### src/verilog/riscv_dcache_pkg.sv
package riscv_dcache_pkg;

  // memory geometry
  localparam int DATA_WIDTH     = 128;
  localparam int WORD_WIDTH     = 32;
  localparam int CACHE_SIZE     = 1024;                        // bytes
  localparam int MEM_SIZE       = 4096;                        // bytes
  localparam int DATAPBLOCK     = 16;                          // bytes per block
  localparam int CACHE_DEPTH    = CACHE_SIZE / DATAPBLOCK;     // 64 lines

  // address split
  localparam int ADDR           = $clog2(MEM_SIZE);            // 12
  localparam int BYTE_OFF       = $clog2(DATAPBLOCK);          // 4
  localparam int INDEX          = $clog2(CACHE_DEPTH);         // 6
  localparam int TAG            = ADDR - BYTE_OFF - INDEX;     // 2
  localparam int S_ADDR         = ADDR - BYTE_OFF;             // block address
  localparam int WORDS_PER_LINE = DATA_WIDTH / WORD_WIDTH;     // 4
  localparam int WORD_SEL       = $clog2(WORDS_PER_LINE);

  localparam int DRAM_LATENCY   = 8;

  typedef struct packed {
    logic [TAG-1:0]                 tag;
    logic [INDEX-1:0]               index;
    logic [WORD_SEL-1:0]            word;
    logic [BYTE_OFF-WORD_SEL-1:0]   byte_off;  // unused, word accesses only
  } dcache_addr_t;

  typedef struct packed {
    logic           valid;
    logic           dirty;
    logic [TAG-1:0] tag;
  } dcache_tag_t;

  // raw block for the memory side, words for select and merge
  typedef union packed {
    logic [DATA_WIDTH-1:0]                      raw;
    logic [WORDS_PER_LINE-1:0][WORD_WIDTH-1:0]  words;
  } dcache_line_u;

  typedef enum logic [2:0] {
    IDLE,
    LOOKUP,
    WRITEBACK,
    REFILL,
    RESPOND
  } dcache_state_e;

endpackage

### src/verilog/riscv_dram_timer.sv
`timescale 1ns/1ps

module riscv_dram_timer (
  input  logic clk,
  input  logic rst_n,
  input  logic timer_start,
  output logic timer_done
);

  import riscv_dcache_pkg::*;

  logic                              running_q;
  logic [$clog2(DRAM_LATENCY)-1:0]   count_q;

  always_ff @(posedge clk or negedge rst_n) begin
    if (!rst_n) begin
      running_q <= 1'b0;
      count_q   <= '0;
    end else if (timer_start) begin
      running_q <= 1'b1;
      count_q   <= $bits(count_q)'(DRAM_LATENCY - 1);
    end else if (running_q) begin
      if (count_q == '0) begin
        running_q <= 1'b0;
      end else begin
        count_q <= count_q - 1'b1;
      end
    end
  end

  // high for the single cycle the count sits at zero
  assign timer_done = running_q && (count_q == '0);

endmodule

### config.mk
export PLATFORM = sky130hd
export DESIGN_NAME = riscv_dram_timer
export DESIGN_NICKNAME = d
export VERILOG_FILES = /design/src/verilog/riscv_dcache_pkg.sv /design/src/verilog/riscv_dram_timer.sv
export SDC_FILE = /design/constraint.sdc
export NUM_CORES = 1
export LEC_CHECK = 0
export BUFFER_PORTS_ARGS = -buffer_cell sky130_fd_sc_hd__buf_2
export CAP_MARGIN = 15
export CORE_AREA = 2 2 39 41
export DETAILED_ROUTE_END_ITERATION = 10
export DIE_AREA = 0 0 41 43
export GPL_TIMING_DRIVEN = 0
export HOLD_SLACK_MARGIN = 0.12
export SYNTH_ARGS = -nofsm -noshare
export SYNTH_HDL_FRONTEND = slang
export SYNTH_SLANG_ARGS = --single-unit
### constraint.sdc
create_clock -name clk -period 3.73 [get_ports clk]
set_clock_uncertainty 0.2 [all_clocks]
set_input_delay 0.373 -clock clk [delete_from_list [all_inputs] [get_ports clk]]
set_output_delay 0.373 -clock clk [all_outputs]
set_load 0.05 [all_outputs]
==> results.py <==
metrics = {
    "place": {
        "gp_congestion": 0.722,
        "dp_hpwl_um": 276,
        "io_buffers": 3,
    },
    "global_routing": {
        "grt_pass1_vias": 155,
        "overflow": 0,
        "grt_antenna_before_repair": 0,
        "grt_start_max_net_pins": 7,
        "grt_pass1_wl_um": 634,
        "grt.total_usage": 0.0645,
    },
    "worst_setup_path": {
        "worstSetupPathType": "reg -> out",
        "required_ps": 3160,
        "arrival_ps": 1400,
        "startpoint_type": "flip-flop",
        "cp-end-kind": "primary output",
        "reg2reg_slack_ps": 2340,
        "path_max_fanout": 3,
    },
    "power": {
        "pwr-share-clk": 0.461,
        "power_switching_mw": 0.0263,
        "powerDensity_mw_per_mm2": 409,
        "comb_power_share": 0.117,
        "power_mw": 0.115,
        "switching_share": 0.228,
        "p_int_mw": 0.0889,
        "worst_ir_drop_vdd_v": 0.000170,
        "power_frac_seq": 0.421,
        "leakage_nw": 0.124,
    },
    "detailed_routing": {
        "drtIter0Drc": 6,
        "drt_pre_antenna_iters": 2,
        "wl_met2_um": 136,
        "route.detailed.drc": 0,
        "met3_length_um": 51,
        "wl_met1_um": 167,
        "detail-route-antenna-nets": 0,
        "top_layer": "met3",
        "wl_um": 355,
        "via_per_inst": 3.59,
        "drt-wirelength-per-cell_um": 8.07,
        "via_count": 158,
    },
    "floorplanning": {
        "die_height_um": 43,
        "core_area_mm2": 0.00138,
        "io_pins": 4,
        "die_area_mm2": 0.00176,
        "rows": 14,
        "initial_utilization": 0.155,
        "die_w_um": 41,
    },
    "final_layout": {
        "final_layout_size_suffix_gt1_frac": 0.286,
        "final_nets": 35,
        "n_antenna_cell": 0,
        "syn_to_final_growth_pct": 31.6,
        "fillers": 155,
    },
    "yosys": {
        "synthCells": 21,
        "ys_ff_latch": 4,
        "seq_area_frac_synth": 0.468,
        "async_flop_share": 1.00,
        "syn_area_um2": 214,
        "avgSynthCellArea_um2": 10.2,
        "synth_top_area_cell": "dfrtp_1",
        "yosysMostFrequentCell": "dfrtp_1",
        "post-synth-top-area-fraction": 0.468,
        "ys_top_cells_by_area": "dfrtp_1, ha_1, mux2i_1, nor2_1, a211o_1",
        "synth.cells.most_frequent": "dfrtp_1, nor2_1, ha_1, inv_1, mux2i_1",
        "synth_ff_type": "dfrtp_1",
        "yosysWarnings": 0,
        "synth_nets": 26,
        "synth_edf_count": 0,
        "synth_cell_type_count": 13,
    },
    "clocking": {
        "cts_htree_levels": 1,
        "cts.hold.buffers_added": 1,
        "ctsResizeCount": 0,
        "cts.sinks": 4,
        "ctsRootBufferMaster": "clkbuf_4",
        "path_clk_slew_ps": 40,
        "insertion_delay_ps": 240,
        "post_cts_buffers": 0,
        "cts_buffers": 3,
        "cts_tree": "built",
        "clockBufferDepth": 2,
    },
    "sta": {
        "finalSetupViolCount": 0,
        "slew_viol_final": 0,
        "slew_headroom": 0.835,
        "rsz0062_at_grt": "false",
        "hold_viol": 0,
        "whs_ps": 212,
        "period_minus_slack_ps": 1980,
        "max_freq_ghz": 0.506,
        "worst_pin_slew_ps": 249,
        "finalCritPeriodShare": 0.530,
        "tns_ps": 0,
    },
    "flow_run": {
        "maxCapViolCount": 0,
    },
    "worst_hold_path": {
        "hold_class": "in -> reg",
    },
    "run_status": {
        "status": "complete, no violations",
    },
}
-- power by group through the flow --
stage	combinational [mW]	clock, mW	sequential, mW
floorplan	0.00862	0	0.0488
CTS	0.0139	0.0554	0.0485
detailed placement	0.0130	0	0.0491
global placement	0.0122	0	0.0490
global route	0.0152	0.0631	0.0486
finish	0.0135	0.0531	0.0485
-- state kept, by name, summed over array words and instances (netlist names) --
| signal | flops |
|---|---|
| count_q | 3 |
| running_q | 1 |
-- path summary, 6_finish.rpt --
path	startpoint	end	depth (start not counted)
setup reg to reg	count_q[0]	count_q[0]	5
max in group asynchronous	rst_n	count_q[0]	2
min in group asynchronous	rst_n	running_q	2
setup / recovery	count_q[0]	timer_done	5
hold reg to reg	count_q[0]	count_q[0]	2
hold / removal	timer_start	count_q[2]	2
-- critical path: stages, from the launching register on --
cell,delay (ps)
dfrtp_1,360
inv_1,90
ha_1,200
inv_2,50
nor3b_1,180
buf_2,290
-- layout make-up --
type / count / area [um^2] / share of cell area
Inverter: 3 / 11.3 / 0.0400
Tap cell: 16 / 20.0 / 0.0711
Sequential cell: 4 / 100 / 0.356
Multi-Input combinational cell: 14 / 103 / 0.364
Clock buffer: 3 / 22.5 / 0.0800
Timing Repair Buffer: 4 / 25.0 / 0.0889
-- cells by family after synthesis --
kind of cell,synth area share
mux,0.0936
buf+inv,0.0526
flops,0.468
fa+ha+maj,0.117
compound gates,0.0819
simple gates,0.187
-- routing by layer --
layer  global-route usage  vias to the layer above
li1                     -                       83
met1               0.0619                       67
met2               0.0656                        8
met3               0.0942                        0
met4               0.0400                        0
met5                    0                        -
-- cells in the final DEF (no fill, tap or decap) --
| cell | netlist | final |
|---|---|---|
| nand2b_1 | 1 | 1 |
| nor3_1 | 1 | 1 |
| buf_2 | 0 | 3 |
| nor3b_1 | 1 | 1 |
| dlygate4sd3_1 | 0 | 1 |
| inv_1 | 2 | 2 |
| dfrtp_1 | 4 | 4 |
| clkbuf_4 | 0 | 3 |
| ha_1 | 2 | 2 |
| nand2_1 | 1 | 1 |
| mux2i_1 | 2 | 2 |
| inv_2 | 1 | 1 |
| a211o_1 | 1 | 1 |
| nor2_1 | 3 | 3 |
| nor2b_1 | 1 | 1 |
| o21ai_2 | 1 | 1 |
-- stage by stage --
step / worst slack [ps] / utilization / std cells / instance area (um^2)
2_1_floorplan: 1340 / - / 21 / 214
3_3_place_gp: 2000 / 0.180 / 40 / 249
3_5_place_dp: 1990 / 0.180 / 40 / 249
4_1_cts: 1730 / 0.203 / 44 / 282
5_1_grt: 1630 / 0.203 / 44 / 282
6_report: 1750 / 0.203 / 44 / 282
Power figures use the tool's default switching activity.
