==> config.mk <==
export PLATFORM = sky130hd
export DESIGN_NAME = riscv_dcache_ctrl
export DESIGN_NICKNAME = d
export VERILOG_FILES = /design/src/verilog/riscv_dcache_pkg.sv /design/src/verilog/riscv_dcache_ctrl.sv
export SDC_FILE = /design/constraint.sdc
export NUM_CORES = 1
export LEC_CHECK = 0
export ABC_AREA = 1
export CORE_AREA = 2 2 204 206
export CTS_CLUSTER_SIZE = 40
export DETAILED_ROUTE_END_ITERATION = 12
export DIE_AREA = 0 0 206 208
export DONT_BUFFER_PORTS = 1
export SLEW_MARGIN = 20
export SYNTH_ARGS = -nofsm -noshare
export SYNTH_HDL_FRONTEND = slang
export SYNTH_SLANG_ARGS = --single-unit
==> constraint.sdc <==
create_clock -name clk -period 9.8 [get_ports clk]
set_input_delay 1.47 -clock clk [delete_from_list [all_inputs] [get_ports clk]]
set_output_delay 1.47 -clock clk [all_outputs]
set_load 0.05 [all_outputs]
==> src/verilog/riscv_dcache_pkg.sv <==
package riscv_dcache_pkg;

  // memory geometry
  localparam int DATA_WIDTH     = 128;
  localparam int WORD_WIDTH     = 32;
  localparam int CACHE_SIZE     = 1024;                        // bytes
  localparam int MEM_SIZE       = 4096;                        // bytes
  localparam int DATAPBLOCK     = 16;                          // bytes per block
  localparam int CACHE_DEPTH    = CACHE_SIZE / DATAPBLOCK;     // 64 lines

  // address split
  localparam int ADDR           = $clog2(MEM_SIZE);            // 12
  localparam int BYTE_OFF       = $clog2(DATAPBLOCK);          // 4
  localparam int INDEX          = $clog2(CACHE_DEPTH);         // 6
  localparam int TAG            = ADDR - BYTE_OFF - INDEX;     // 2
  localparam int S_ADDR         = ADDR - BYTE_OFF;             // block address
  localparam int WORDS_PER_LINE = DATA_WIDTH / WORD_WIDTH;     // 4
  localparam int WORD_SEL       = $clog2(WORDS_PER_LINE);

  localparam int DRAM_LATENCY   = 8;

  typedef struct packed {
    logic [TAG-1:0]                 tag;
    logic [INDEX-1:0]               index;
    logic [WORD_SEL-1:0]            word;
    logic [BYTE_OFF-WORD_SEL-1:0]   byte_off;  // unused, word accesses only
  } dcache_addr_t;

  typedef struct packed {
    logic           valid;
    logic           dirty;
    logic [TAG-1:0] tag;
  } dcache_tag_t;

  // raw block for the memory side, words for select and merge
  typedef union packed {
    logic [DATA_WIDTH-1:0]                      raw;
    logic [WORDS_PER_LINE-1:0][WORD_WIDTH-1:0]  words;
  } dcache_line_u;

  typedef enum logic [2:0] {
    IDLE,
    LOOKUP,
    WRITEBACK,
    REFILL,
    RESPOND
  } dcache_state_e;

endpackage

==> src/verilog/riscv_dcache_ctrl.sv <==
`timescale 1ns/1ps

module riscv_dcache_ctrl (
  input  logic                                     clk,
  input  logic                                     rst_n,
  input  logic                                     cpu_rd,
  input  logic                                     cpu_wr,
  input  riscv_dcache_pkg::dcache_addr_t           cpu_addr,
  input  logic [riscv_dcache_pkg::WORD_WIDTH-1:0]  cpu_wdata,
  input  riscv_dcache_pkg::dcache_tag_t            tag_rd_entry,
  input  riscv_dcache_pkg::dcache_line_u           line_rd,
  input  riscv_dcache_pkg::dcache_line_u           dram_data_out,
  input  logic                                     timer_done,
  output logic [riscv_dcache_pkg::WORD_WIDTH-1:0]  cpu_rdata,
  output logic                                     cpu_done,
  output logic                                     cpu_busy,
  output logic [riscv_dcache_pkg::INDEX-1:0]       arr_index,
  output logic                                     tag_wr,
  output riscv_dcache_pkg::dcache_tag_t            tag_wr_entry,
  output logic                                     line_wr,
  output riscv_dcache_pkg::dcache_line_u           line_wr_data,
  output logic                                     merge_en,
  output logic [riscv_dcache_pkg::WORD_SEL-1:0]    merge_word,
  output logic [riscv_dcache_pkg::WORD_WIDTH-1:0]  merge_data,
  output logic                                     dram_rden,
  output logic                                     dram_wren,
  output logic [riscv_dcache_pkg::S_ADDR-1:0]      dram_addr,
  output logic                                     timer_start
);

  import riscv_dcache_pkg::*;

  dcache_state_e          state_q, state_d;
  dcache_addr_t           req_q;       // latched request address
  logic [WORD_WIDTH-1:0]  wdata_q;
  logic                   req_wr_q;
  logic [WORD_WIDTH-1:0]  rdata_q, rdata_d;
  logic                   hit;
  logic                   victim_dirty;

  assign hit          = tag_rd_entry.valid && (tag_rd_entry.tag == req_q.tag);
  assign victim_dirty = tag_rd_entry.valid && tag_rd_entry.dirty;

  // arrays follow the incoming address while idle
  assign arr_index = (state_q == IDLE) ? cpu_addr.index : req_q.index;

  // same entry serves write hit and refill
  assign tag_wr_entry.valid = 1'b1;
  assign tag_wr_entry.dirty = req_wr_q;
  assign tag_wr_entry.tag   = req_q.tag;

  assign merge_en   = req_wr_q;
  assign merge_word = req_q.word;
  assign merge_data = wdata_q;

  always_comb begin
    state_d      = state_q;
    rdata_d      = rdata_q;
    tag_wr       = 1'b0;
    line_wr      = 1'b0;
    line_wr_data = line_rd;
    case (state_q)
      IDLE: begin
        if (cpu_rd || cpu_wr) state_d = LOOKUP;
      end
      LOOKUP: begin
        if (hit) begin
          state_d = RESPOND;
          tag_wr  = req_wr_q;  // sets dirty on a store
          line_wr = req_wr_q;
          rdata_d = req_wr_q ? wdata_q : line_rd.words[req_q.word];
        end else if (victim_dirty) begin
          state_d = WRITEBACK;
        end else begin
          state_d = REFILL;
        end
      end
      WRITEBACK: begin
        if (timer_done) state_d = REFILL;
      end
      REFILL: begin
        if (timer_done) begin
          state_d      = RESPOND;
          tag_wr       = 1'b1;
          line_wr      = 1'b1;
          line_wr_data = dram_data_out;  // store word merged in the array
          rdata_d      = req_wr_q ? wdata_q : dram_data_out.words[req_q.word];
        end
      end
      RESPOND: state_d = IDLE;
      default: state_d = IDLE;
    endcase
  end

  always_ff @(posedge clk or negedge rst_n) begin
    if (!rst_n) begin
      state_q     <= IDLE;
      req_wr_q    <= 1'b0;
      timer_start <= 1'b0;
    end else begin
      state_q     <= state_d;
      // first cycle of each memory phase
      timer_start <= (state_d != state_q) &&
                     ((state_d == WRITEBACK) || (state_d == REFILL));
      if (state_q == IDLE && (cpu_rd || cpu_wr)) req_wr_q <= cpu_wr;
    end
  end

  always_ff @(posedge clk) begin
    if (state_q == IDLE && (cpu_rd || cpu_wr)) begin
      req_q   <= cpu_addr;
      wdata_q <= cpu_wdata;
    end
    rdata_q <= rdata_d;
  end

  assign cpu_rdata = rdata_q;
  assign cpu_done  = (state_q == RESPOND);
  assign cpu_busy  = (state_q != IDLE);

  assign dram_wren = (state_q == WRITEBACK);
  assign dram_rden = (state_q == REFILL);
  // victim block address during writeback, request block otherwise
  assign dram_addr = (state_q == WRITEBACK) ? {tag_rd_entry.tag, req_q.index}
                                            : {req_q.tag, req_q.index};

endmodule

==> flow_metrics.env, run 1 <==
export IMPL_crit_required_ns=8.33
export IMPL_hold_path_class="reg -> reg"
export IMPL_cp_start_kind="flip-flop"
export IMPL_power_share_clock_pct=13.3
export IMPL_synth_top_area_share_pct=32.1
export IMPL_grt_max_degree=109
export IMPL_root_buffer="clkbuf_16"
export IMPL_drv_cap=0
export IMPL_clkLatencyLatePin_ns=0.37
export IMPL_postCtsSetupRepairBufs=0
export IMPL_reg2reg_slack_ns=6.79
export IMPL_slew_headroom_pct=24.3
export IMPL_place_congestion=0.958
export IMPL_rsz0062_at_grt="no"
export IMPL_hold_buffers=0
export IMPL_finalHoldViolations=0
export IMPL_rows=74
export IMPL_wirelength_um=29500
export IMPL_die_w_um=206
export IMPL_cts_tree="built"
export IMPL_clk_pin_slew_ns=0.07
export IMPL_switchingPower_mw=1.67
export IMPL_dp_hpwl_um=22600
export IMPL_clock_skew_final_ns=0.0130
export IMPL_synth_edf_count=74
export IMPL_seq_area_frac_synth_pct=33.9
export IMPL_crit_fanout=80
export IMPL_timing_final_ws_setup_ns=4.92
export IMPL_cellLeakagePower_nw=3.30
export IMPL_async_reset_ff_share_pct=6.33
export IMPL_comb_power_share_pct=54.8
export IMPL_synth_top_area_cell="edfxtp_1"
export IMPL_drc=0
export IMPL_fp_dieArea_mm2=0.0428
export IMPL_die_h_um=208
export IMPL_setup_tns_final_ns=0
export IMPL_syn_nets=1261
export IMPL_yosysWarnings=0
export IMPL_final_cell_mix="nand2_1 (206), inv_1 (140), nand3_1 (102)"
export IMPL_gr_total_overflow=0
export IMPL_dr_pass1_iters=5
export IMPL_p_seq_share_pct=32.0
export IMPL_vias=6780
export IMPL_syn_area_per_cell_um2=7.28
export IMPL_core_mm2=0.0406
export IMPL_grt_pass1_wl_um=40000
export IMPL_finalCritPeriodShare_pct=49.8
export IMPL_setup_worst_path_class="reg -> out"
export IMPL_clock_sinks=79
export IMPL_layout_nets=1207
export IMPL_pre_cts_slack_ns=4.97
export IMPL_status="finished clean"
export IMPL_cp_end_kind="output port"
export IMPL_sw_frac_of_total_pct=61.7
export IMPL_track_usage_pct=12.9
export IMPL_cellPowerDensity_mw_per_mm2=351
export IMPL_final_common_cell="nand2_1"
export IMPL_dr_first_iter_drc_count=699
export IMPL_min_from="state_q[0]$_DFF_PN0_"
export IMPL_syn_area_mm2=0.00693
export IMPL_wire_per_inst_um=20.5
export IMPL_antenna_found_initial=2
export IMPL_h_tree_depth=3
export IMPL_cts_buffers=9
export IMPL_start_util_pct=17.1
export IMPL_ys_ff_latch=79
export IMPL_finalSetupViolCount=0
export IMPL_via_per_inst=4.72
export IMPL_worstMarginPinSlew_ns=1.13
export IMPL_postRouteAntennaNets=0
export IMPL_syn2layout_area_growth_pct=11.1
export IMPL_crit_start="state_q[1]$_DFF_PN0_"
export IMPL_ys_types=24
export IMPL_internal_power_mw=1.04
export IMPL_clock_fmax_mhz=205
export IMPL_period_needed_ns=4.88
export IMPL_drive_gt1_share_pct=12.0
export IMPL_reg2reg_from="merge_word[0]$_DFFE_PP_"
export IMPL_peakVddDrop_mv=0.195
export IMPL_clock_path_buffers=2
export IMPL_synthTopCellsByArea="edfxtp_1 (32%), nand2_1 (11%), inv_1 (7.6%)"
export IMPL_maxSlewViolCount=0
export IMPL_worstPathArrival_ns=3.41
export IMPL_grt_pass1_vias=6261
export IMPL_ctsResizeCount=0
export IMPL_numPortBuffers=0
export IMPL_ys_flop_type="edfxtp_1"
export IMPL_netlist_instances=952
export IMPL_io_pins=529
worst max-delay path: stages, from the launching register on:
cell and delay (ns):
dfrtp_1 0.45, nand2_1 0.12, nor2_4 0.08, buf_4 0.43, nand2_8 0.47, buf_4 0.50
o21ai_1 0.96
layout make-up:
| type | instances | area (µm²) |
|---|---|---|
| fill | 4571 | 32900 |
| multi-input combinational | 652 | 3750 |
| sequential | 79 | 2350 |
| tap | 532 | 666 |
| inverter | 142 | 533 |
| clock buffer | 10 | 229 |
| timing repair buffer | 14 | 105 |
| clock inverter | 6 | 68.8 |
| antenna | 1 | 2.50 |
per-layer routing:
layer	vias up	routed length, µm	track usage, %
met5	-	16	0
li1	3136	-	-
met4	2	1260	7.00
met2	469	14000	21.5
met3	53	2930	3.99
met1	3120	11300	14.8
through the flow:
| step | hold slack, ns | power, mW | area [µm²] | utilization [%] | cells |
|---|---|---|---|---|---|
| 6_report | 0.648 | 2.70 | 7700 | 19.0 | 1436 |
| 5_1_grt | 0.704 | 2.85 | 7700 | 19.0 | 1436 |
| 4_1_cts | 0.660 | 2.74 | 7700 | 19.0 | 1435 |
| 3_5_place_dp | 0.647 | 2.36 | 7400 | 18.3 | 1419 |
| 3_3_place_gp | 0.643 | 2.35 | 7400 | 18.3 | 1419 |
| 2_1_floorplan | 0.581 | 2.05 | 6930 | - | 952 |
power by group through the flow:
stage / combinational [mW] / clock, mW / sequential (mW)
2_1_floorplan: 1.19 / 0 / 0.861
3_3_place_gp: 1.48 / 0 / 0.870
3_5_place_dp: 1.49 / 0 / 0.870
4_1_cts: 1.50 / 0.379 / 0.865
5_1_grt: 1.59 / 0.385 / 0.874
6_report: 1.48 / 0.358 / 0.863
registers in the layout, indices dropped and copies added, names as in the netlist:
| register | cells |
|---|---|
| cpu_rdata | 32 |
| merge_data | 32 |
| req_q | 6 |
| state_q | 3 |
| merge_word | 2 |
| tag_wr_entry | 2 |
| merge_en | 1 |
| timer_start | 1 |
cell usage after synthesis (2+ instances only):
library cell	count
o21ai_1	47
clkbuf_1	49
o21ai_0	86
nor3_1	2
o211ai_1	64
nor2_1	4
buf_6	4
buf_4	3
a21oi_1	66
dfrtp_1	5
mux2_4	24
mux2_2	46
edfxtp_1	74
nand3_1	102
inv_1	141
buf_2	13
buf_1	10
nand2_1	206
cell families after synthesis:
group | synth area share (%)
buffers and inverters | 12.8
multiplexers | 12.7
flip-flops | 33.9
AND/OR/NAND/NOR | 19.2
AO/OA/AOI/OAI | 21.4
other | 0.0541
worst paths after layout:
path / depth (start not counted) / end
max: 6 / line_wr_data[115]
min: 3 / merge_en$_DFFE_PN0P_
max reg2reg: 7 / cpu_rdata[31]$_DFFE_PP_
min reg2reg: 3 / merge_en$_DFFE_PN0P_
max in group asynchronous: 0 / merge_en$_DFFE_PN0P_
min in group asynchronous: 0 / merge_en$_DFFE_PN0P_
Note: power is estimated with default switching activity, not from simulation.
==> run 2: changes to the inputs <==
--- a/config.mk
+++ b/config.mk
@@ -6,10 +6,10 @@
 export NUM_CORES = 1
 export LEC_CHECK = 0
 export ABC_AREA = 1
-export CORE_AREA = 2 2 204 206
+export CORE_AREA = 2 2 206 208
 export CTS_CLUSTER_SIZE = 40
 export DETAILED_ROUTE_END_ITERATION = 12
-export DIE_AREA = 0 0 206 208
+export DIE_AREA = 0 0 208 210
 export DONT_BUFFER_PORTS = 1
 export SLEW_MARGIN = 20
 export SYNTH_ARGS = -nofsm -noshare
==> constraint.sdc (replaced) <==
create_clock -name clk -period 4.8 [get_ports clk]
set_input_delay 0.72 -clock clk [delete_from_list [all_inputs] [get_ports clk]]
set_output_delay 0.72 -clock clk [all_outputs]
set_load 0.05 [all_outputs]
==> run 2 against run 1 <==
  * Cell count grew 3.5%
  * Global-route usage shrank 0.18 points
  * Sequential cell count is the same
  * Combinational power grew 110%
  * Critical endpoint is now line_wr_data[104]
==> flow_metrics.env, run 2 (synthesized netlist as in run 1, its figures left out) <==
export IMPL_gr_total_overflow=0
export IMPL_period_needed_ns=3.39
export IMPL_diodes=0
export IMPL_setup_tns_final_ns=0
export IMPL_pre_cts_slack_ns=1.84
export IMPL_cp_start_kind="flip-flop"
export IMPL_critPathSlowestCell="o21ai_1"
export IMPL_maxSlewViolCount=0
export IMPL_met2_usage_pct=21.1
export IMPL_power_share_clock_pct=14.8
export IMPL_start_util_pct=16.7
export IMPL_layout_nets=1251
export IMPL_finalCritPeriodShare_pct=70.7
export IMPL_rsz0062_at_grt="no"
export IMPL_dr_pass1_iters=5
export IMPL_switchingPower_mw=3.44
export IMPL_clock_skew_final_ns=0.0108
export IMPL_grt_pass1_wl_um=40500
export IMPL_hold_path_class="in -> reg"
export IMPL_crit_fanout=116
export IMPL_core_mm2=0.0415
export IMPL_peakVddDrop_mv=0.425
export IMPL_drive_gt1_share_pct=16.1
export IMPL_cellPowerDensity_mw_per_mm2=711
export IMPL_place_congestion=0.927
export IMPL_grt_pass1_vias=6444
export IMPL_nFillCells=4601
export IMPL_clock_path_buffers=2
export IMPL_grtUsageMet3_pct=4.31
export IMPL_clk_pin_slew_ns=0.07
export IMPL_timing_final_ws_setup_ns=1.41
export IMPL_final_cell_mix="nand2_1 (206), inv_1 (140), nand3_1 (102)"
export IMPL_postRouteAntennaNets=0
export IMPL_slew_headroom_pct=30.1
export IMPL_crit_family="compound AO/OA/AOI/OAI gates"
export IMPL_clkLatencyLatePin_ns=0.37
export IMPL_syn2layout_area_growth_pct=17.6
export IMPL_worstPathArrival_ns=2.67
export IMPL_path_cells="nand2_1 > nor2_4 > nand2_8 > o21ai_1"
export IMPL_crit_required_ns=4.08
export IMPL_finalHoldViolations=0
export IMPL_drc=0
export IMPL_root_buffer="clkbuf_16"
export IMPL_status="finished clean"
export IMPL_grt_util_met1_pct=14.4
export IMPL_dpl_instance_area_mm2=0.00779
export IMPL_track_usage_pct=12.8
export IMPL_grt_max_degree=151
export IMPL_numPortBuffers=0
export IMPL_vias=6871
export IMPL_cellLeakagePower_nw=3.56
export IMPL_cpPeakStageDelay_ns=1.04
export IMPL_utilization_pct=19.7
export IMPL_setup_worst_path_class="reg -> out"
export IMPL_h_tree_depth=3
export IMPL_clock_sinks=79
export IMPL_wirelength_um=29900
export IMPL_drv_cap=0
export IMPL_via_per_inst=4.62
export IMPL_sw_frac_of_total_pct=59.4
export IMPL_antenna_found_initial=1
export IMPL_io_pins=529
export IMPL_final_common_cell="nand2_1"
export IMPL_p_seq_share_pct=32.0
export IMPL_rows=75
export IMPL_ctsResizeCount=0
export IMPL_cts_tree="built"
export IMPL_dp_cells=1469
export IMPL_fp_dieArea_mm2=0.0437
export IMPL_internal_power_mw=2.36
export IMPL_clock_fmax_mhz=295
export IMPL_wire_per_inst_um=20.1
export IMPL_worstMarginPinSlew_ns=1.04
export IMPL_comb_power_share_pct=53.2
export IMPL_design_area_mm2=0.00815
export IMPL_die_h_um=210
export IMPL_finalSetupViolCount=0
export IMPL_regArea_mm2=0.00235
export IMPL_dr_first_iter_drc_count=575
export IMPL_cp_end_kind="output port"
export IMPL_grt_busiest_layer="met2"
export IMPL_cts_buffers=9
export IMPL_stdcell_count=1486
export IMPL_dp_hpwl_um=23400
export IMPL_cp_num_buf_inv=0
export IMPL_die_w_um=208
export IMPL_multi_input_area_mm2=0.00375
## run 2: cell count changes in the layout (fill, tap and decap cells not counted), moves of 2 or more
cell / before / now
clkinv_4: 2 / 0
buf_4: 14 / 53
buf_12: 0 / 4
bufinv_16: 1 / 3
## run 2: power by group through the flow
stage,clock network [mW],registers (mW),logic (mW)
6_report,0.860,1.85,3.08
3_3_place_gp,0,1.87,3.08
2_1_floorplan,0,1.76,2.43
5_1_grt,0.921,1.88,3.30
3_5_place_dp,0,1.87,3.11
4_1_cts,0.903,1.86,3.11
## run 2: worst reg2reg max path: stages, from the launching register on
cell     delay [ns]
dfrtp_1        0.42
inv_1          0.16
nand2_1        0.60
nor2_4         0.93
buf_12         0.31
nor2_1         0.11
nand3_1        0.08
nand2_1        0.07
inv_1          0.05
## run 2: per-stage QoR
step | hold WS [ns] | power, mW
after CTS | 0.392 | 5.87
final | 0.437 | 5.80
after global placement | 0.425 | 4.95
after detailed placement | 0.425 | 4.98
after floorplan | 0.424 | 4.18
after global routing | 0.398 | 6.10
## run 2: layout make-up
class | instances | area share, %
inverter | 142 | 6.54
clock inverter | 6 | 1.41
multi-input combinational | 652 | 46.0
clock buffer | 10 | 2.93
timing repair buffer | 58 | 5.99
tap | 539 | 8.27
sequential | 79 | 28.8
## run 2: repair_timing
| action | in CTS | in global routing |
|---|---|---|
| buffers inserted | 0 | 0 |
| endpoints found under the hold margin | 5 | 0 |
| hold buffers | 1 | 0 |
## run 2: routing by layer
metal	part of all wire [%]	routed length, µm
met5	0.040	12
met4	4.8	1440
met3	9.9	2950
met2	47	14100
met1	38	11400
## run 2: final timing paths
kind                                       from                        to  slack [ns]  cells past startpoint
min reg2reg                state_q[0]$_DFF_PN0_      merge_en$_DFFE_PN0P_        0.65                      3
min in group asynchronous                 rst_n      state_q[2]$_DFF_PN0_        0.64                      1
max                        state_q[1]$_DFF_PN0_         line_wr_data[104]        1.41                      4
min                               cpu_wdata[20]  merge_data[20]$_DFFE_PP_        0.44                      0
max in group asynchronous                 rst_n      merge_en$_DFFE_PN0P_        3.94                      1
max reg2reg                state_q[2]$_DFF_PN0_     timer_start$_DFF_PN0_        2.02                      8
