$ cat config.mk
export PLATFORM = sky130hd
export DESIGN_NAME = riscv_dcache_tags
export DESIGN_NICKNAME = d
export VERILOG_FILES = /design/src/verilog/riscv_dcache_pkg.sv /design/src/verilog/riscv_dcache_tags.sv
export SDC_FILE = /design/constraint.sdc
export NUM_CORES = 1
export LEC_CHECK = 0
export ABC_CLOCK_PERIOD_IN_PS = 2600
export BUFFER_PORTS_ARGS = -buffer_cell sky130_fd_sc_hd__buf_2
export CORE_ASPECT_RATIO = 2
export CORE_MARGIN = 3
export CORE_UTILIZATION = 40
export CTS_BUF_LIST = sky130_fd_sc_hd__clkbuf_16
export CTS_CLUSTER_DIAMETER = 120
export CTS_CLUSTER_SIZE = 28
export DETAILED_ROUTE_END_ITERATION = 7
export GPL_TIMING_DRIVEN = 0
export SLEW_MARGIN = 40
export SYNTH_ARGS = -nofsm -noshare
export SYNTH_HDL_FRONTEND = slang
export SYNTH_SLANG_ARGS = --single-unit
$ cat constraint.sdc
create_clock -name clk -period 2.6 [get_ports clk]
set_clock_uncertainty 0.05 [all_clocks]
set_input_delay 0.13 -clock clk [delete_from_list [all_inputs] [get_ports clk]]
set_output_delay 0.13 -clock clk [all_outputs]
set_load 0.005 [all_outputs]
$ cat src/verilog/riscv_dcache_pkg.sv
package riscv_dcache_pkg;

  // memory geometry
  localparam int DATA_WIDTH     = 128;
  localparam int WORD_WIDTH     = 32;
  localparam int CACHE_SIZE     = 1024;                        // bytes
  localparam int MEM_SIZE       = 4096;                        // bytes
  localparam int DATAPBLOCK     = 16;                          // bytes per block
  localparam int CACHE_DEPTH    = CACHE_SIZE / DATAPBLOCK;     // 64 lines

  // address split
  localparam int ADDR           = $clog2(MEM_SIZE);            // 12
  localparam int BYTE_OFF       = $clog2(DATAPBLOCK);          // 4
  localparam int INDEX          = $clog2(CACHE_DEPTH);         // 6
  localparam int TAG            = ADDR - BYTE_OFF - INDEX;     // 2
  localparam int S_ADDR         = ADDR - BYTE_OFF;             // block address
  localparam int WORDS_PER_LINE = DATA_WIDTH / WORD_WIDTH;     // 4
  localparam int WORD_SEL       = $clog2(WORDS_PER_LINE);

  localparam int DRAM_LATENCY   = 8;

  typedef struct packed {
    logic [TAG-1:0]                 tag;
    logic [INDEX-1:0]               index;
    logic [WORD_SEL-1:0]            word;
    logic [BYTE_OFF-WORD_SEL-1:0]   byte_off;  // unused, word accesses only
  } dcache_addr_t;

  typedef struct packed {
    logic           valid;
    logic           dirty;
    logic [TAG-1:0] tag;
  } dcache_tag_t;

  // raw block for the memory side, words for select and merge
  typedef union packed {
    logic [DATA_WIDTH-1:0]                      raw;
    logic [WORDS_PER_LINE-1:0][WORD_WIDTH-1:0]  words;
  } dcache_line_u;

  typedef enum logic [2:0] {
    IDLE,
    LOOKUP,
    WRITEBACK,
    REFILL,
    RESPOND
  } dcache_state_e;

endpackage

$ cat src/verilog/riscv_dcache_tags.sv
`timescale 1ns/1ps

module riscv_dcache_tags (
  input  logic                                clk,
  input  logic                                rst_n,
  input  logic [riscv_dcache_pkg::INDEX-1:0]  arr_index,
  input  logic                                tag_wr,
  input  riscv_dcache_pkg::dcache_tag_t       tag_wr_entry,
  output riscv_dcache_pkg::dcache_tag_t       tag_rd_entry
);

  import riscv_dcache_pkg::*;

  logic [CACHE_DEPTH-1:0]  valid_q;
  logic [TAG:0]            meta_mem [CACHE_DEPTH];  // {dirty, tag}
  logic                    rd_valid_q;
  logic [TAG:0]            rd_meta_q;

  // valid bits live in flops so reset can clear them
  always_ff @(posedge clk or negedge rst_n) begin
    if (!rst_n) begin
      valid_q    <= '0;
      rd_valid_q <= 1'b0;
    end else begin
      rd_valid_q <= valid_q[arr_index];
      if (tag_wr) valid_q[arr_index] <= tag_wr_entry.valid;
    end
  end

  always_ff @(posedge clk) begin
    rd_meta_q <= meta_mem[arr_index];  // old entry on a same-cycle write
    if (tag_wr) begin
      meta_mem[arr_index] <= {tag_wr_entry.dirty, tag_wr_entry.tag};
    end
  end

  assign tag_rd_entry.valid = rd_valid_q;
  assign tag_rd_entry.dirty = rd_meta_q[TAG];
  assign tag_rd_entry.tag   = rd_meta_q[TAG-1:0];

endmodule

==> results.cfg, run 1 <==
[logic_synthesis]
ys_types = 51
syn_inst = 738
async_reset_ff_share_pct = 25.0
synth_nets = 751
ys_warn_count = 0
netlist.area_leader.share_pct = 52.9
synth_area_leaders = edfxtp_1 53%, dfrtp_1 15%, mux2_2 7.3%, mux2i_1 3.5%, nor2_1 2.8%
ys_seq_area_share_pct = 68.4
synth_seq_cells = 260
synth_top_area_cell = edfxtp_1
avgSynthCellArea_sq_um = 14.8
synth_edf_count = 192
synthFlopType = edfxtp_1
syn_area_sq_um = 10900

[floorplan]
rows = 84
core-area_sq_um = 26600
die_area_sq_um = 29400
initial_core_util_pct = 41.0
die_h_um = 239
die_w_um = 123
io_pins = 17

[power]
ir_drop_mv = 0.339
cellLeakagePower_nw = 4.17
power_w = 0.00773
powerDensity_nw_per_um2 = 653

[status]
outcome = finished clean

[global_route]
grt_pass1_vias = 7033
grt-ovfl-total = 0
track_usage_pct = 22.7
grt_max_degree = 65
antenna_found_initial = 0
grt_first_pass_wirelength_um = 47100

[critical_path]
start_kind = input port
cp-end-kind = register
cpMostUsedCell = buf_2
cp.arrival_ns = 2.81
path_delay_family = simple AND/OR/NAND/NOR gates
worstPathCellList = buf_2 -> buf_4 -> nor2b_2 -> buf_2 -> nand3b_1 -> nor2_1 -> mux2_2
cp.required_ns = 2.94
worst-path-max-fanout = 10
max_stage_delay_ns = 0.59
worst-path-buf-inv = 3
cpMaxStageDelayCell = nor2_1
criticalPathCategory = input port to register

[clock_network]
cts_tree = done
cts.sinks = 260
cts.clk_slew.worst_paths_ns = 0.11
cts_made_buffers = 13
clock_latency_ns = 0.50
post_cts_buffers = 0
cts_buffer_depth = 3
cts_root_buf = clkbuf_16
cts_max_level = 1

[timing]
fin_crit_ns = 2.47
hold_ws_ns = 0.152
tightest_slew_ns = 0.949
hold_violations = 0
finalMaxSlewViolations = 0
max_freq_ghz = 0.405
setup_viol = 0
rsz0062_at_grt = no
post-route-period-util_pct = 94.9
slew_headroom_pct = 36.7

[layout]
area_growth_syn_to_layout_pct = 8.69
diodes = 0
final_util_pct = 44.5
drive_gt1_share_pct = 18.3
finalNetCount = 782

[drt]
wirelength_um = 33200
viasPerCell = 6.06
wl_per_cell_um = 29.7
vias = 6771
first_pass_iters = 5
initialDrtViolationCount = 780
drc = 0
ant_nets = 0

[flow_run]
drv_cap = 0

[placed_design]
dp_hpwl_um = 23200
place.gp.congestion = 0.985
io_buffers = 12

[hold_path]
hold_class = input port to register
## cells in the final DEF, fill, tap and decap left out, types with 10 or more instances in the layout
cell and count:
edfxtp_1 192, mux2i_1 38, a22oi_1 32, nand3_1 10, buf_2 23, nand2_1 27
a21oi_1 27, o22ai_1 10, mux2_2 71, clkbuf_1 25, nor2_1 81, a221oi_1 20
clkbuf_16 13, buf_4 10, dfrtp_1 65
## final timing paths
kind / start / to / slack (ns) / cells after the start
max: arr_index[2] / valid_q[20]$_DFFE_PN0P_ / 0.13 / 7
min: tag_wr_entry[0] / meta_mem[26][0]$_DFFE_PP_ / 0.15 / 1
min in group asynchronous: rst_n / valid_q[10]$_DFFE_PN0P_ / 0.48 / 3
max in group asynchronous: rst_n / valid_q[26]$_DFFE_PN0P_ / 1.39 / 4
min reg2reg: valid_q[14]$_DFFE_PN0P_ / valid_q[14]$_DFFE_PN0P_ / 0.45 / 1
max reg2reg: meta_mem[37][2]$_DFFE_PP_ / rd_meta_q[2]$_DFF_P_ / 0.42 / 5
## synth_stat cells, drive strengths merged, types with 4 or more instances
cell type,number
a211oi,6
a21oi,27
a221oi,21
a22o,6
a22oi,32
buf,28
clkbuf,26
dfrtp,65
edfxtp,192
mux2,81
mux2i,38
mux4,6
nand2,27
nand2b,5
nand3,10
nor2,83
nor2b,8
nor3,8
o211ai,7
o21ai,10
o22ai,10
or4,4
## flip-flops by register name, indices dropped and copies added (netlist names)
register / count
valid_q: 64
meta_mem: 192
rd_meta_q: 3
rd_valid_q: 1
## kinds of logic (layout without fill, tap and decap cells)
kind of cell | Yosys count | count (layout) | synth area share, %
compound gates | 140 | 140 | 9.30
buf+inv | 57 | 93 | 2.78
mux | 125 | 125 | 13.1
simple gates | 156 | 156 | 6.37
flops | 260 | 260 | 68.4
## routing by layer
metal	track usage, %	vias up	wire [um]
met4	16.5	0	2830
li1	-	2896	-
met3	2.20	122	1600
met1	24.1	3428	11000
met5	0	-	0
met2	40.9	325	17800
## through the flow
step | TNS [ns] | setup slack (ns) | cells | cell area [sq um]
2_1_floorplan | 0 | 0.701 | 738 | 10900
3_3_place_gp | -29.24 | -0.599 | 1094 | 11400
3_5_place_dp | -23.07 | -0.573 | 1095 | 11400
4_1_cts | 0 | 0.0805 | 1118 | 11800
5_1_grt | 0 | 0.108 | 1118 | 11800
6_report | 0 | 0.132 | 1118 | 11800
## power breakdown
group	internal (W)	total [W]	leakage, nW	switching (W)
Sequential	0.00462	0.00469	2.62	0.0000760
Clock	0.000942	0.00225	0.202	0.00131
Combinational	0.000287	0.000782	1.35	0.000495
## layout make-up
| cell class | count | area (sq um) |
|---|---|---|
| plain buffers | 54 | 293 |
| inverters | 3 | 11.3 |
| clock inverters | 7 | 42.5 |
| clock buffers | 13 | 325 |
| flip-flops and latches | 260 | 7450 |
| fillers | 2379 | 14700 |
| repair buffers | 16 | 126 |
| multi-input cells | 421 | 3160 |
| well taps | 344 | 430 |
## timing repair
action | CTS | global route
hold buffers | 3 | 0
endpoints found under the hold margin | 65 | 0
setup endpoints to repair | 3 | 0
gates resized for setup | 1 | 0
No activity file was read; power rests on OpenSTA's default activity.
==> run 2, diff against run 1 <==
--- a/config.mk
+++ b/config.mk
@@ -5,9 +5,7 @@
 export SDC_FILE = /design/constraint.sdc
 export NUM_CORES = 1
 export LEC_CHECK = 0
-export ABC_CLOCK_PERIOD_IN_PS = 2600
 export BUFFER_PORTS_ARGS = -buffer_cell sky130_fd_sc_hd__buf_2
-export CORE_ASPECT_RATIO = 2
 export CORE_MARGIN = 3
 export CORE_UTILIZATION = 40
 export CTS_BUF_LIST = sky130_fd_sc_hd__clkbuf_16
==> constraint.sdc (replaced) <==
create_clock -name clk -period 2.9 [get_ports clk]
set_clock_uncertainty 0.05 [all_clocks]
set_input_delay 0.145 -clock clk [delete_from_list [all_inputs] [get_ports clk]]
set_output_delay 0.145 -clock clk [all_outputs]
set_load 0.005 [all_outputs]
==> results.cfg, run 2 (synthesized netlist as in run 1, its figures left out) <==
[critical_path]
reg2reg_depth = 6
r2r_setup_slack_ns = 0.64
r2r_start = meta_mem[33][2]$_DFFE_PP_
start_kind = input port
criticalPathCategory = input port to register
worst-path-max-fanout = 10
cp-end-kind = register
cp.required_ns = 3.24
cp.arrival_ns = 3.07
r2r-end = rd_meta_q[2]$_DFF_P_

[floorplan]
initial_core_util_pct = 41.2
die_h_um = 171
die_area_sq_um = 29300
die_w_um = 171
io_pins = 17
rows = 59
core-area_sq_um = 26400

[layout]
largest_reg_flops = 192
final_design_area_no_fill_sq_um = 11800
finalNetCount = 780
final_common_cell = edfxtp_1
drive_gt1_share_pct = 17.7
layout_common_cells = 192 x edfxtp_1, 82 x nor2_1, 71 x mux2_2
area_growth_syn_to_layout_pct = 8.30
final_cells = 1109
fillers = 2398
register_area_sq_um = 7450
final_util_pct = 44.6
multi_input_area_sq_um = 3150
largest_register = meta_mem
reg_top3 = meta_mem: 192 flops, valid_q: 64 flops, rd_meta_q: 3 flops

[global_route]
grt_pass1_vias = 6658
grt-ovfl-total = 0
grt_first_pass_wirelength_um = 45800
track_usage_pct = 21.5
grtUsageMet1_pct = 31.3
met2_usage_pct = 33.3
use_met3_pct = 3.84
antenna_found_initial = 0
top_usage_layer = met2
grt_max_degree = 65

[clock_network]
cts_root_buf = clkbuf_16
post_cts_buffers = 0
cts.clk_slew.worst_paths_ns = 0.11
cts_tree = done
cts_max_level = 1
cts_buffer_depth = 3
cts_resized = 0
cts_made_buffers = 13
clock_latency_ns = 0.49
cts.sinks = 260

[drt]
viasPerCell = 6.10
wirelength_um = 31200
initialDrtViolationCount = 872
drc = 0
wl_per_cell_um = 28.2
first_pass_iters = 6
ant_nets = 0
vias = 6767

[timing]
rsz0062_at_grt = no
hold_violations = 0
finalMaxSlewViolations = 0
hold_ws_ns = 0.0782
setup_viol = 0
slew_headroom_pct = 42.6
fin_crit_ns = 2.73
max_freq_ghz = 0.367
post-route-period-util_pct = 94.0
tightest_slew_ns = 0.860

[placed_design]
place.gp.congestion = 0.920
io_buffers = 12
placed_cell_area_sq_um = 11400
dp_hpwl_um = 20700
dp.cells = 1086

[hold_path]
hold_class = input port to asynchronous set/reset pin

[power]
powerDensity_nw_per_um2 = 585
cellLeakagePower_nw = 4.15
ir_drop_mv = 0.323

[flow_run]
drv_cap = 0

[status]
outcome = finished clean
==> run 2: per-layer routing <==
layer	routed length [um]	vias to the layer above	part of all wire [%]
met4	935	0	3.0
met2	14400	348	46
met1	13200	3466	42
met5	0	-	0
met3	2650	54	8.5
li1	-	2899	-
==> run 2: where the power goes <==
group | total [W] | internal, W | leakage [nW] | switching (W)
combinational | 0.000685 | 0.000255 | 1.33 | 0.000431
clock | 0.00201 | 0.000843 | 0.204 | 0.00117
sequential | 0.00421 | 0.00414 | 2.62 | 0.0000659
==> run 2: critical path, stage by stage <==
cell	delay [ns]
buf_2	0.13
buf_4	0.21
nor2b_1	0.71
buf_2	0.48
nand3b_1	0.49
nor2_1	0.51
mux2_2	0.38
==> run 2: timing repair <==
action,CTS,global route
hold endpoints to repair,65,0
hold buffers,1,0
setup endpoints to repair,0,0
==> run 2: how the worst max path moves through the flow <==
stage                                         end                      start  slack (ns)
after floorplan              rd_meta_q[2]$_DFF_P_  meta_mem[37][2]$_DFFE_PP_        1.00
after global placement    valid_q[28]$_DFFE_PN0P_               arr_index[2]       -0.27
after detailed placement  valid_q[28]$_DFFE_PN0P_               arr_index[2]       -0.23
after CTS                 valid_q[28]$_DFFE_PN0P_               arr_index[2]        0.29
after global routing      valid_q[52]$_DFFE_PN0P_               arr_index[2]        0.22
final                     valid_q[28]$_DFFE_PN0P_               arr_index[2]        0.17
==> run 2: area by class of cell <==
| class | instances | area share [%] |
|---|---|---|
| plain buffers | 54 | 2.47 |
| diodes | 1 | 0.0212 |
| clock inverters | 8 | 0.403 |
| repair buffers | 14 | 0.880 |
| clock buffers | 13 | 2.76 |
| multi-input cells | 421 | 26.7 |
| inverters | 3 | 0.0954 |
| flip-flops and latches | 260 | 63.2 |
| well taps | 335 | 3.55 |
==> run 2: stage by stage <==
step,power [W],setup WS (ns),TNS [ns]
floorplan,0.00467,1.00,0
global placement,0.00495,-0.269,-2.94
detailed placement,0.00497,-0.225,-1.97
CTS,0.00693,0.291,0
global route,0.00711,0.224,0
finish,0.00690,0.174,0
==> run 3, diff against run 2 <==
--- a/config.mk
+++ b/config.mk
@@ -6,6 +6,7 @@
 export NUM_CORES = 1
 export LEC_CHECK = 0
 export BUFFER_PORTS_ARGS = -buffer_cell sky130_fd_sc_hd__buf_2
+export CORE_ASPECT_RATIO = 1.75
 export CORE_MARGIN = 3
 export CORE_UTILIZATION = 40
 export CTS_BUF_LIST = sky130_fd_sc_hd__clkbuf_16
@@ -13,6 +14,7 @@
 export CTS_CLUSTER_SIZE = 28
 export DETAILED_ROUTE_END_ITERATION = 7
 export GPL_TIMING_DRIVEN = 0
+export RECOVER_POWER = 100
 export SLEW_MARGIN = 40
 export SYNTH_ARGS = -nofsm -noshare
 export SYNTH_HDL_FRONTEND = slang
==> results.cfg, run 3 (synthesized netlist as in run 1, its figures left out) <==
[status]
outcome = finished, violations left
failed_checks = capacitance limit, slew limit, setup timing

[timing]
post-route-period-util_pct = 101
finalMaxSlewViolations = 91
setup_viol = 1
setup_ws_ns = -0.0243
slew_headroom_pct = -93.8
fin_crit_ns = 2.92
rsz0062_at_grt = no
hold_ws_ns = 0.174
hold_violations = 0
max_freq_ghz = 0.342
tightest_slew_ns = 2.91

[critical_path]
worst-path-buf-inv = 3
cp.arrival_ns = 3.26
worst-path-max-fanout = 10
cp.required_ns = 3.23
cpMaxStageDelayCell = nor2b_1
path_delay_family = simple AND/OR/NAND/NOR gates
cp-end-kind = register
worstPathCellList = buf_2 -> buf_4 -> nor2b_1 -> clkbuf_2 -> nand3b_1 -> nor2_1 -> mux2_2
start_kind = input port
criticalPathCategory = input port to register
max_stage_delay_ns = 0.66

[clock_network]
cts_buffer_depth = 3
cts_resized = 0
cts_tree = done
cts_max_level = 1
cts.clk_slew.worst_paths_ns = 0.12
cts_root_buf = clkbuf_16
post_cts_buffers = 0
cts.sinks = 260
clock_latency_ns = 0.50
cts_made_buffers = 13

[layout]
largest_reg_flops = 192
final_util_pct = 44.0
layout_common_cells = 192 x edfxtp_1, 82 x nor2_1, 71 x mux2_2
drive_gt1_share_pct = 16.2
reg_top3 = meta_mem: 192 flops, valid_q: 64 flops, rd_meta_q: 3 flops
final_common_cell = edfxtp_1
diodes = 0
area_growth_syn_to_layout_pct = 7.84
final_cells = 1095
finalNetCount = 780
final_design_area_no_fill_sq_um = 11700
fillers = 2443
largest_register = meta_mem

[floorplan]
die_area_sq_um = 29300
rows = 79
io_pins = 17
die_w_um = 131
initial_core_util_pct = 40.8
core-area_sq_um = 26700
die_h_um = 224

[placed_design]
dp_hpwl_um = 22400
place.gp.congestion = 0.965
placed_cell_area_sq_um = 11400
io_buffers = 12
dp.cells = 1075

[drt]
wirelength_um = 32200
first_pass_iters = 6
ant_nets = 0
viasPerCell = 6.15
vias = 6735
initialDrtViolationCount = 735
wl_per_cell_um = 29.4
drc = 0

[global_route]
grt_pass1_vias = 6711
track_usage_pct = 21.9
antenna_found_initial = 0
grt_first_pass_wirelength_um = 46200
grt-ovfl-total = 0
grt_max_degree = 65

[power]
powerDensity_nw_per_um2 = 588
ir_drop_mv = 0.357
cellLeakagePower_nw = 4.11

[hold_path]
hold_class = input port to register

[flow_run]
drv_cap = 2
run 3: cell types whose count changed in the layout (fill, tap and decap cells not counted), sizes merged:
cell / change
inv: -1
clkbuf: +15
buf: -15
diode: -1
clkinv: -1
run 3: through the flow:
| stage | power, W | setup TNS, ns | setup WS [ns] |
|---|---|---|---|
| floorplan | 0.00467 | 0 | 1.00 |
| global placement | 0.00495 | -2.34 | -0.309 |
| detailed placement | 0.00497 | -2.30 | -0.314 |
| CTS | 0.00692 | 0 | 0.205 |
| global route | 0.00709 | 0 | 0.0810 |
| finish | 0.00691 | -0.0243 | -0.0243 |
run 3: repair_timing:
action / in CTS / in global routing
hold buffers: 1 / 0
setup endpoints to repair: 0 / 0
endpoints found under the hold margin: 65 / 0
run 3: power breakdown:
group	leakage [nW]	internal (W)	switching, W
Clock	0.197	0.000843	0.00117
Combinational	1.30	0.000250	0.000434
Sequential	2.62	0.00415	0.0000652
Total	4.11	0.00524	0.00167
run 3: worst paths after layout:
check / startpoint / end / slack [ns] / cells after the start
hold / removal: arr_index[5] / rd_meta_q[1]$_DFF_P_ / 0.17 / 4
min in group asynchronous: rst_n / valid_q[21]$_DFFE_PN0P_ / 0.55 / 2
setup / recovery: arr_index[2] / valid_q[20]$_DFFE_PN0P_ / -0.02 / 7
hold reg to reg: valid_q[8]$_DFFE_PN0P_ / valid_q[8]$_DFFE_PN0P_ / 0.45 / 1
max in group asynchronous: rst_n / valid_q[4]$_DFFE_PN0P_ / 1.23 / 2
setup reg to reg: valid_q[45]$_DFFE_PN0P_ / rd_valid_q$_DFF_PN0_ / 0.67 / 4
run 3: layout make-up:
| type | count | area [sq um] | area share [%] |
|---|---|---|---|
| flip-flops and latches | 260 | 7450 | 63.4 |
| clock buffers | 13 | 325 | 2.77 |
| repair buffers | 14 | 90.1 | 0.767 |
| multi-input cells | 421 | 3140 | 26.7 |
| inverters | 3 | 11.3 | 0.0958 |
| plain buffers | 54 | 287 | 2.44 |
| well taps | 324 | 405 | 3.45 |
| clock inverters | 6 | 38.8 | 0.330 |
run 3: worst reg2reg max path: stages, from the launching register on:
cell	delay [ns]
dfrtp_1	0.39
mux4_2	0.49
o21ai_0	0.41
a311oi_1	0.23
or4_1	0.54
run 3: routing by layer:
metal	vias up	global-route usage, %	wire length [um]
met1	3410	25.0	11200
li1	2889	-	-
met4	0	12.2	2170
met2	335	39.6	17000
met3	101	2.02	1890
met5	-	0	0
